**src/source/isaPkg.sv**
```systemverilog
`default_nettype none

package isaPkg;

	localparam int wordWidth = 32;
	localparam int opcodeWidth = 5;
	localparam int opcodeLsb = 27; // opcode sits in ir[31:27]
	localparam int aluOpWidth = 5;

	// opcode field values
	localparam logic [opcodeWidth-1:0] opLd = 5'd0;
	localparam logic [opcodeWidth-1:0] opLdi = 5'd1;
	localparam logic [opcodeWidth-1:0] opSt = 5'd2;
	localparam logic [opcodeWidth-1:0] opAdd = 5'd3;
	localparam logic [opcodeWidth-1:0] opSub = 5'd4;
	localparam logic [opcodeWidth-1:0] opAnd = 5'd5;
	localparam logic [opcodeWidth-1:0] opOr = 5'd6;
	localparam logic [opcodeWidth-1:0] opShr = 5'd7;
	localparam logic [opcodeWidth-1:0] opShra = 5'd8;
	localparam logic [opcodeWidth-1:0] opShl = 5'd9;
	localparam logic [opcodeWidth-1:0] opRor = 5'd10;
	localparam logic [opcodeWidth-1:0] opRol = 5'd11;
	localparam logic [opcodeWidth-1:0] opAddi = 5'd12;
	localparam logic [opcodeWidth-1:0] opAndi = 5'd13;
	localparam logic [opcodeWidth-1:0] opOri = 5'd14;
	localparam logic [opcodeWidth-1:0] opNeg = 5'd17;
	localparam logic [opcodeWidth-1:0] opNot = 5'd18;
	localparam logic [opcodeWidth-1:0] opBr = 5'd19;
	localparam logic [opcodeWidth-1:0] opNop = 5'd26;
	localparam logic [opcodeWidth-1:0] opHalt = 5'd27;

	// ALU function codes
	localparam logic [aluOpWidth-1:0] aluAdd = 5'd1;
	localparam logic [aluOpWidth-1:0] aluSub = 5'd2;
	localparam logic [aluOpWidth-1:0] aluAnd = 5'd3;
	localparam logic [aluOpWidth-1:0] aluOr = 5'd4;
	localparam logic [aluOpWidth-1:0] aluNeg = 5'd5;
	localparam logic [aluOpWidth-1:0] aluNot = 5'd6;
	localparam logic [aluOpWidth-1:0] aluShr = 5'd7;
	localparam logic [aluOpWidth-1:0] aluShl = 5'd8;
	localparam logic [aluOpWidth-1:0] aluRor = 5'd9;
	localparam logic [aluOpWidth-1:0] aluRol = 5'd10;
	localparam logic [aluOpWidth-1:0] aluShra = 5'd13;
	localparam logic [aluOpWidth-1:0] aluIncPc = 5'd14;
	localparam logic [aluOpWidth-1:0] aluBranchAdd = 5'd15;

	typedef enum logic [3:0] {
		regAlu, immAlu, unaryAlu, load, loadImm, store, branch, nop, halt
	} instrClass;

	typedef enum logic [3:0] {
		resetStep, fetch0, fetch1, fetch2, exec0, exec1, exec2, exec3, exec4, halted
	} stepType;

	// execution cycles per class
	localparam logic [2:0] aluSteps = 3'd3; // regAlu, immAlu, loadImm
	localparam logic [2:0] unarySteps = 3'd2;
	localparam logic [2:0] loadSteps = 3'd5;
	localparam logic [2:0] storeSteps = 3'd4;
	localparam logic [2:0] branchSteps = 3'd4;
	localparam logic [2:0] nopSteps = 3'd1;

	function automatic logic [2:0] execSteps(instrClass cls);
		case (cls)
			regAlu, immAlu, loadImm: return aluSteps;
			unaryAlu: return unarySteps;
			load: return loadSteps;
			store: return storeSteps;
			branch: return branchSteps;
			default: return nopSteps; // halt never reaches execution
		endcase
	endfunction

endpackage

`default_nettype wire

```
**src/source/datapathPkg.sv**
```systemverilog
`default_nettype none

package datapathPkg;

	localparam int ctrlWidth = 32;

	// register load enables, bit index into enable
	localparam int zIn = 18;
	localparam int yIn = 19;
	localparam int pcIn = 20;
	localparam int mdrIn = 21;
	localparam int irIn = 24;
	localparam int marIn = 25;
	localparam int conIn = 27; // branch condition flip-flop

	// bus drivers, bit index into busSelect
	localparam int zLowOut = 19;
	localparam int pcOut = 20;
	localparam int mdrOut = 21;
	localparam int cOut = 23; // sign-extended immediate from ir

endpackage

`default_nettype wire

```
**src/source/opcodeDecoder.sv**
```systemverilog
`timescale 1ns/10ps
`default_nettype none

module opcodeDecoder (
	input wire logic [isaPkg::wordWidth-1:0] ir,
	output isaPkg::instrClass decodedClass,
	output logic [isaPkg::aluOpWidth-1:0] decodedAluOp
);
	import isaPkg::*;

	logic [opcodeWidth-1:0] opcode;

	assign opcode = ir[opcodeLsb +: opcodeWidth];

	always_comb begin
		decodedClass = nop; // unknown opcodes fall through as nop
		decodedAluOp = '0;
		case (opcode)
			// three-operand register forms
			opAdd, opSub, opAnd, opOr, opShr, opShra, opShl, opRor, opRol: begin
				decodedClass = regAlu;
				case (opcode)
					opAdd: decodedAluOp = aluAdd;
					opSub: decodedAluOp = aluSub;
					opAnd: decodedAluOp = aluAnd;
					opOr: decodedAluOp = aluOr;
					opShr: decodedAluOp = aluShr;
					opShra: decodedAluOp = aluShra;
					opShl: decodedAluOp = aluShl;
					opRor: decodedAluOp = aluRor;
					default: decodedAluOp = aluRol;
				endcase
			end
			opAddi: begin
				decodedClass = immAlu;
				decodedAluOp = aluAdd;
			end
			opAndi: begin
				decodedClass = immAlu;
				decodedAluOp = aluAnd;
			end
			opOri: begin
				decodedClass = immAlu;
				decodedAluOp = aluOr;
			end
			opNeg: begin
				decodedClass = unaryAlu;
				decodedAluOp = aluNeg;
			end
			opNot: begin
				decodedClass = unaryAlu;
				decodedAluOp = aluNot;
			end
			// memory forms compute base plus offset
			opLd: begin
				decodedClass = load;
				decodedAluOp = aluAdd;
			end
			opLdi: begin
				decodedClass = loadImm;
				decodedAluOp = aluAdd;
			end
			opSt: begin
				decodedClass = store;
				decodedAluOp = aluAdd;
			end
			opBr: begin
				decodedClass = branch;
				decodedAluOp = aluAdd; // pc plus offset
			end
			opHalt: decodedClass = halt;
			opNop: decodedClass = nop;
			default: decodedClass = nop;
		endcase
	end

endmodule

`default_nettype wire

```
**src/source/stepSequencer.sv**
```systemverilog
`timescale 1ns/10ps
`default_nettype none

module stepSequencer (
	input wire logic clk,
	input wire logic Reset,
	input wire logic Stop,
	input wire isaPkg::instrClass decodedClass,
	input wire logic [isaPkg::aluOpWidth-1:0] decodedAluOp,
	output isaPkg::stepType step,
	output isaPkg::instrClass instrClass,
	output logic [isaPkg::aluOpWidth-1:0] aluOp,
	output logic run
);
	import isaPkg::*;

	stepType nextStep;
	logic [2:0] execIndex; // position inside the execution phase
	logic [2:0] lastIndex;

	assign lastIndex = execSteps(instrClass) - 3'd1;

	always_comb begin
		case (step)
			exec1: execIndex = 3'd1;
			exec2: execIndex = 3'd2;
			exec3: execIndex = 3'd3;
			exec4: execIndex = 3'd4;
			default: execIndex = 3'd0;
		endcase
	end

	always_comb begin
		nextStep = step;
		case (step)
			resetStep: nextStep = fetch0;
			fetch0: nextStep = fetch1;
			fetch1: nextStep = fetch2;
			fetch2: begin
				if (decodedClass == halt)
					nextStep = halted;
				else
					nextStep = exec0;
			end
			exec0, exec1, exec2, exec3, exec4: begin
				if (execIndex == lastIndex)
					nextStep = fetch0; // instruction done
				else
					nextStep = stepType'(step + 4'd1);
			end
			halted: nextStep = halted; // only Reset leaves
			default: nextStep = resetStep;
		endcase
		// Stop wins over everything on the edge it is seen
		if (Stop)
			nextStep = halted;
	end

	always_ff @(posedge clk or posedge Reset) begin
		if (Reset) begin
			step <= resetStep;
			instrClass <= nop;
			aluOp <= '0;
		end else begin
			step <= nextStep;
			if (step == fetch2) begin // ir is stable until this edge
				instrClass <= decodedClass;
				aluOp <= decodedAluOp;
			end
		end
	end

	assign run = (step != halted);

endmodule

`default_nettype wire

```
**src/source/controlWordGen.sv**
```systemverilog
`timescale 1ns/10ps
`default_nettype none

module controlWordGen (
	input wire isaPkg::stepType step,
	input wire isaPkg::instrClass instrClass,
	input wire logic [isaPkg::aluOpWidth-1:0] aluOp,
	input wire logic CONFFOut,
	output logic [datapathPkg::ctrlWidth-1:0] enable,
	output logic [datapathPkg::ctrlWidth-1:0] busSelect,
	output logic [isaPkg::aluOpWidth-1:0] aluControl,
	output logic mdRead,
	output logic gra,
	output logic grb,
	output logic grc,
	output logic rin,
	output logic rout,
	output logic baOut,
	output logic readRam,
	output logic writeRam
);
	import isaPkg::*;
	import datapathPkg::*;

	always_comb begin
		enable = '0;
		busSelect = '0;
		aluControl = '0;
		mdRead = 1'b0;
		gra = 1'b0;
		grb = 1'b0;
		grc = 1'b0;
		rin = 1'b0;
		rout = 1'b0;
		baOut = 1'b0;
		readRam = 1'b0;
		writeRam = 1'b0;
		case (step)
			fetch0: begin // MAR <= PC, Z <= PC + 1
				busSelect[pcOut] = 1'b1;
				enable[marIn] = 1'b1;
				enable[zIn] = 1'b1;
				aluControl = aluIncPc;
			end
			fetch1: begin
				busSelect[zLowOut] = 1'b1;
				enable[pcIn] = 1'b1;
				enable[mdrIn] = 1'b1;
				mdRead = 1'b1;
				readRam = 1'b1;
			end
			fetch2: begin
				busSelect[mdrOut] = 1'b1;
				enable[irIn] = 1'b1;
			end
			exec0: begin
				case (instrClass)
					regAlu, immAlu: begin
						grb = 1'b1;
						rout = 1'b1;
						enable[yIn] = 1'b1;
					end
					loadImm, load, store: begin // base register, r0 reads as zero
						grb = 1'b1;
						baOut = 1'b1;
						enable[yIn] = 1'b1;
					end
					unaryAlu: begin
						grb = 1'b1;
						rout = 1'b1;
						enable[zIn] = 1'b1;
						aluControl = aluOp;
					end
					branch: begin
						gra = 1'b1;
						rout = 1'b1;
						enable[conIn] = 1'b1; // evaluate condition on Ra
					end
					default: ;
				endcase
			end
			exec1: begin
				case (instrClass)
					regAlu: begin
						grc = 1'b1;
						rout = 1'b1;
						enable[zIn] = 1'b1;
						aluControl = aluOp;
					end
					immAlu, loadImm, load, store: begin
						busSelect[cOut] = 1'b1;
						enable[zIn] = 1'b1;
						aluControl = aluOp;
					end
					unaryAlu: begin
						busSelect[zLowOut] = 1'b1;
						gra = 1'b1;
						rin = 1'b1;
					end
					branch: begin
						busSelect[pcOut] = 1'b1;
						enable[yIn] = 1'b1;
					end
					default: ;
				endcase
			end
			exec2: begin
				case (instrClass)
					regAlu, immAlu, loadImm: begin // write back result
						busSelect[zLowOut] = 1'b1;
						gra = 1'b1;
						rin = 1'b1;
					end
					load, store: begin
						busSelect[zLowOut] = 1'b1;
						enable[marIn] = 1'b1;
					end
					branch: begin
						busSelect[cOut] = 1'b1;
						enable[zIn] = 1'b1;
						aluControl = aluBranchAdd;
					end
					default: ;
				endcase
			end
			exec3: begin
				case (instrClass)
					load: begin
						mdRead = 1'b1;
						readRam = 1'b1;
						enable[mdrIn] = 1'b1;
					end
					store: begin
						gra = 1'b1;
						baOut = 1'b1;
						rout = 1'b1;
						writeRam = 1'b1;
					end
					branch: begin
						busSelect[zLowOut] = CONFFOut; // taken only
						enable[pcIn] = CONFFOut;
					end
					default: ;
				endcase
			end
			exec4: begin
				if (instrClass == load) begin
					busSelect[mdrOut] = 1'b1;
					gra = 1'b1;
					rin = 1'b1;
				end
			end
			default: ; // resetStep and halted drive nothing
		endcase
	end

endmodule

`default_nettype wire

```
**src/source/controlUnit.sv**
```systemverilog
`timescale 1ns/10ps
`default_nettype none

module controlUnit (
	input wire logic clk,
	input wire logic Reset,
	input wire logic Stop,
	input wire logic CONFFOut,
	input wire logic [isaPkg::wordWidth-1:0] ir,
	output logic run,
	output logic [datapathPkg::ctrlWidth-1:0] enable,
	output logic [datapathPkg::ctrlWidth-1:0] busSelect,
	output logic [isaPkg::aluOpWidth-1:0] aluControl,
	output logic mdRead,
	output logic gra,
	output logic grb,
	output logic grc,
	output logic rin,
	output logic rout,
	output logic baOut,
	output logic readRam,
	output logic writeRam
);
	import isaPkg::*;

	instrClass decodedClass; // straight from ir
	logic [aluOpWidth-1:0] decodedAluOp;
	stepType step;
	instrClass currentClass; // held for the execution phase
	logic [aluOpWidth-1:0] currentAluOp;

	opcodeDecoder opcodeDecoder_i (
		.ir(ir),
		.decodedClass(decodedClass),
		.decodedAluOp(decodedAluOp)
	);

	stepSequencer stepSequencer_i (
		.clk(clk),
		.Reset(Reset),
		.Stop(Stop),
		.decodedClass(decodedClass),
		.decodedAluOp(decodedAluOp),
		.step(step),
		.instrClass(currentClass),
		.aluOp(currentAluOp),
		.run(run)
	);

	controlWordGen controlWordGen_i (
		.step(step),
		.instrClass(currentClass),
		.aluOp(currentAluOp),
		.CONFFOut(CONFFOut),
		.enable(enable),
		.busSelect(busSelect),
		.aluControl(aluControl),
		.mdRead(mdRead),
		.gra(gra),
		.grb(grb),
		.grc(grc),
		.rin(rin),
		.rout(rout),
		.baOut(baOut),
		.readRam(readRam),
		.writeRam(writeRam)
	);

endmodule

`default_nettype wire

```
**config.mk**
```make
export PLATFORM = sky130hd
export DESIGN_NAME = controlUnit
export DESIGN_NICKNAME = d
export VERILOG_FILES = /design/src/source/isaPkg.sv /design/src/source/datapathPkg.sv /design/src/source/opcodeDecoder.sv /design/src/source/stepSequencer.sv /design/src/source/controlWordGen.sv /design/src/source/controlUnit.sv
export SDC_FILE = /design/constraint.sdc
export NUM_CORES = 1
export LEC_CHECK = 0
export ABC_AREA = 1
export BUFFER_PORTS_ARGS = -buffer_cell sky130_fd_sc_hd__buf_4
export CAP_MARGIN = 0
export CELL_PAD_IN_SITES_DETAIL_PLACEMENT = 1
export CELL_PAD_IN_SITES_GLOBAL_PLACEMENT = 1
export CORE_MARGIN = 4
export CORE_UTILIZATION = 29
export DETAILED_ROUTE_END_ITERATION = 12
export PLACE_DENSITY = 0.86
export SYNTH_ARGS = -nofsm -noshare
export SYNTH_HDL_FRONTEND = slang
export SYNTH_HIERARCHICAL = 1
export SYNTH_SLANG_ARGS = --single-unit
```
**constraint.sdc**
```tcl
create_clock -name clk -period 2.2 [get_ports clk]
set_input_delay 0.55 -clock clk [delete_from_list [all_inputs] [get_ports clk]]
set_output_delay 0.55 -clock clk [all_outputs]
set_load 0.02 [all_outputs]
```
## Word level (Yosys, flattened, before mapping)

Memory sizes are Yosys's and may differ from the RTL's.
Index checks and enable logic that the tools add are counted.

- Bits in registers: 13
- Bits in read-only memories: 64
- Input port bits: 36
- Output and inout bits: 79
- Word-level logic and storage cells: 102
- Memories kept: 1

- Add/subtract/negate cells: 2
- Equality and inequality tests: 36
- Mux-type cells: 44
- Reductions and logical operators: 16

Memory list:

| memory | depth | bits a word | read ports | clocked after memory_dff | wr ports | RTL line | text |
|---|---|---|---|---|---|---|---|
| (name not given) | 16 | 4 | 1 | 0 | 0 | opcodeDecoder.sv:22 | `case (opcode)` |

Operators with widths:

| operator | count |
|---|---|
| equality test 5 x 4 -> 1 bit (second input constant) | 7 |
| case mux 4 bit (8 select lines) | 1 |
| case mux 5 bit (6 select lines) | 1 |
| equality test 4 x 3 -> 1 bit (second input constant) | 7 |
| case mux 3 bit (4 select lines) | 2 |
| case mux 4 bit (6 select lines) | 1 |
| equality test 5 x 3 -> 1 bit (second input constant) | 4 |
| equality test 5 bit (second input constant) | 4 |
| case mux 5 bit (4 select lines) | 1 |
| two-way mux 1 bit | 18 |
| equality test 4 x 2 -> 1 bit (second input constant) | 4 |
| two-way mux 4 bit | 4 |
| two-way mux 5 bit | 3 |
| OR reduction 5 bit | 3 |
| case mux 1 bit (2 select lines) | 7 |
| equality test 4 bit (second input constant) | 3 |
| equality test 5 x 2 -> 1 bit (second input constant) | 2 |
| OR reduction 3 bit | 3 |
| OR reduction 9 bit | 1 |
| equality test 4 x 1 -> 1 bit (second input constant) | 2 |
| zero test 4 bit | 2 |
| case mux 1 bit (4 select lines) | 2 |
| OR reduction 4 bit | 2 |
| case mux 1 bit (3 select lines) | 2 |
| 10 further kinds | 12 |

## Logic depth before layout (Yosys ltp)

- Depth in word-level cells: 8
- Depth in mapped cells: 14
- Depth with buffers taken out: 14

## By module

Netlist, hierarchy kept.

Modules (own cells, without submodules):

| module | instances | cells an instance | area each (um^2) |
|---|---|---|---|
| controlWordGen | 1 | 160 | 887.1 |
| stepSequencer | 1 | 118 | 833.3 |
| opcodeDecoder | 1 | 64 | 321.6 |

## Least setup slack after synthesis

Ideal clock, no wire load.

- Path kind: flip-flop to output port
- Start: reg stepSequencer_i.instrClass[0]
- End: out enable[21] (netlist name)
- Data arrival time: 1.686 ns
- Required time: 1.650 ns
- Slack: -0.036 ns
- Stages on the path, launching flop included: 6
- Path buffers: 1
- Cell sequence: dfstp_2 > nand2_1 > nor2_1 > inv_1 > o21ai_0 > buf_4

- Longest elaborated chain between the ends: 3

Ends and longest elaborated chain:

| element | RTL line | text |
|---|---|---|
| start: declaration | stepSequencer.sv:11 | `output isaPkg::instrClass instrClass,` |
| start signal: assignment | stepSequencer.sv:62 | `instrClass <= nop;` |
| start signal: assignment | stepSequencer.sv:67 | `instrClass <= decodedClass;` |
| equality test 4 x 2 -> 1 bit | controlWordGen.sv:127 | `case (instrClass)` |
| two-way mux 1 bit | controlWordGen.sv:127 |  |
| case mux 2 bit (2 select lines) | controlWordGen.sv:38 | `case (step)` |
| end: declaration | controlUnit.sv:11 | `output logic [datapathPkg::ctrlWidth-1:0] enable,` |

Every way passes these cells.

## Worst setup path after layout

- Start: reg stepSequencer_i.instrClass[2]
- End: out aluControl[1] (netlist name)

- Longest elaborated chain between the ends: 4

Ends and longest elaborated chain:

| element | RTL line | text |
|---|---|---|
| equality test 4 x 1 -> 1 bit, or another cell as far along | controlWordGen.sv:83 | `case (instrClass)` |
| OR reduction 5 bit (no line) | n/a |  |
| two-way mux 5 bit | controlWordGen.sv:83 |  |
| case mux 5 bit (4 select lines) * | controlWordGen.sv:38 |  |
| end: declaration | controlUnit.sv:13 | `output logic [isaPkg::aluOpWidth-1:0] aluControl,` |

Every way passes the cells marked *; elsewhere a longest branch is shown, timed or not.

==> reports/qor.yml <==
gp_congestion: 0.848
synth_seq_cells: 13
drtPass1Iterations: 4
via_count: 2136
combinationalPowerShare: 0.713
power_leakage_uw: 0.00140
cts.sink_count: 13
hold_buffers: 0
clockBufferDepth: 2
layout_commonest_cell: "nand2_1"
wirelength_mm: 6.11
ios: 115
drt-wirelength-per-cell_um: 12.7
htree_levels: 1
cp-end-kind: "output pin"
drt_iter0_markers: 97
postSynthAreaPerCell_um2: 5.97
power_frac_seq: 0.209
power_uw: 2610
nNetsFinal: 429
r2r_slack_ps: 110
peakVddDrop_v: 0.000230
status: "finished clean"
seqCellArea_um2: 333
final.setup.tns_ps: 0
n_fill_cell: 937
cp.arrival_ps: 1640
required_ps: 1650
wl_met1_mm: 2.38
synth_cells: 342
grt_usage: 0.126
r2r-end: "stepSequencer_i/step[3]"
area_delta_synth_final_pct: 20.0
fin_crit_sh: 0.994
diodes: 0
die_x_um: 91.9
path_max_fanout: 6
fin_util: 0.359
multi_input_area_um2: 1400
power.switching_uw: 1460
start_kind: "flop"
grt_pass1_vias: 2098
core_area_um2: 6830
dp_hpwl_mm: 4.60
syn_area_um2: 2040
synth_cell_types: 28
layout_common_cells: "75 x nand2_1, 54 x conb_1, 47 x buf_4"
drive_gt1_frac: 0.302
synth_seq_area_share: 0.161
top_layer_used: "met4"
holdWs_ps: 335
switching_share: 0.559
hold_class: "in -> async"
grt_overflow: 0
timing.rr.start: "stepSequencer_i/instrClass[1]"
cts_tree: "done"
fmax_mhz: 457
finalNonFillerCells: 483
vias_per_cell: 4.42
clkPwrFrac: 0.078
place_inst: 468
cap_violations: 0
critical_path_class: "reg -> out"
slew_viol_final: 0
port_buffers: 34
start_util: 0.299
cts_buffers: 3
r2r.worst_path.cells: 15
antenna_found_initial: 0
wl_met3_um: 301
die_y_um: 91.9
grt_max_degree: 14
setup_viol: 0
die-area_um2: 8450
period_needed_ps: 2190
grt_setup_unrepaired: "true"
rows: 30
finalHoldViolCount: 0
drc: 0
skew_ps: 1.88
clkTransAtPathRegs_ps: 50
ant_nets: 0
pwr_density_cell_nw_per_um2: 1060
ys.warnings.count: 6
wl_met2_mm: 3.36
cts-root-buf: "clkbuf_8"
insertion_delay_ps: 240
p_int_uw: 1150
grt_pass1_wl_mm: 9.23
## critical path, stage by stage, from the launching register on
cell	delay, ps
dfstp_2	560
nand2_2	130
nor3_4	240
nand2_2	170
nand3_1	150
buf_4	150
## flip-flops by register name (all words and copies together) (netlist names)
register,flops
stepSequencer_i/aluOp,5
stepSequencer_i/instrClass,4
stepSequencer_i/step,4
## power by group through the flow
| stage | clock network [uW] | logic, uW | registers (uW) |
|---|---|---|---|
| CTS | 208 | 1570 | 524 |
| floorplan | 0 | 1140 | 495 |
| finish | 204 | 1860 | 544 |
| global placement | 0 | 1400 | 531 |
| global route | 224 | 2060 | 562 |
| detailed placement | 0 | 1460 | 544 |
## area by class of cell
class                   instances  area share
inverters                      51      0.0781
clock buffers                   4      0.0184
multi-input cells             271       0.570
repair buffers                 48       0.149
flip-flops and latches         13       0.136
well taps                      96      0.0490
## layer usage
layer  vias up  track usage
met4         0       0.0322
met5         -            0
met2        70        0.246
met3         8       0.0131
li1       1055            -
met1      1003        0.145
## synthesized netlist by cell type (all sizes together)
library cell  instances  share of area
inv                  51          0.094
ha                    5          0.031
nand2                86           0.16
nand3b                2         0.0074
nor2                 41          0.091
nand3                41           0.11
xor2                  1         0.0043
dfrtp                10           0.12
o22ai                 1         0.0031
buf                  59           0.22
conb                  2         0.0037
dfstp                 3          0.039
nand4                 7          0.021
o21ai                15          0.037
a21oi                10          0.025
o211ai                1         0.0037
nor3                  6          0.025
o31ai                 1         0.0037
## cell families (layout without fill, tap and decap cells)
logic type               Yosys count  count (layout)  synth area share
other                              2              54           0.00368
adder cells (fa/ha/maj)            5               5            0.0306
buffers and inverters            110             103             0.311
flip-flops                        13              13             0.161
XOR/XNOR                           1               1           0.00429
AO/OA/AOI/OAI                     28              28            0.0717
AND/OR/NAND/NOR                  183             183             0.417
## repair_timing
action / CTS / global route
resized for setup: 10 / 39
setup buffers: 5 / 6
pin swaps: 1 / 11
setup endpoints to repair: 18 / 25
endpoints found under the hold margin: 0 / 0
## through the flow
step                area, um^2  worst slack (ps)
floorplan                 2240               178
global placement          2190               159
detailed placement        2190              95.5
CTS                       2300             -14.6
global route              2450              -110
finish                    2450              12.7
## worst max path at each step
stage,slack [ps],cells after the start,to,startpoint
floorplan,180,6,gra,stepSequencer_i/instrClass[2]
global placement,160,6,gra,stepSequencer_i/instrClass[0]
global route,-110,6,busSelect[19],stepSequencer_i/instrClass[3]
finish,10,5,aluControl[1],stepSequencer_i/instrClass[2]
CTS,-10,8,baOut,stepSequencer_i/instrClass[1]
detailed placement,100,6,gra,stepSequencer_i/instrClass[0]
No activity file was read; power rests on OpenSTA's default activity.
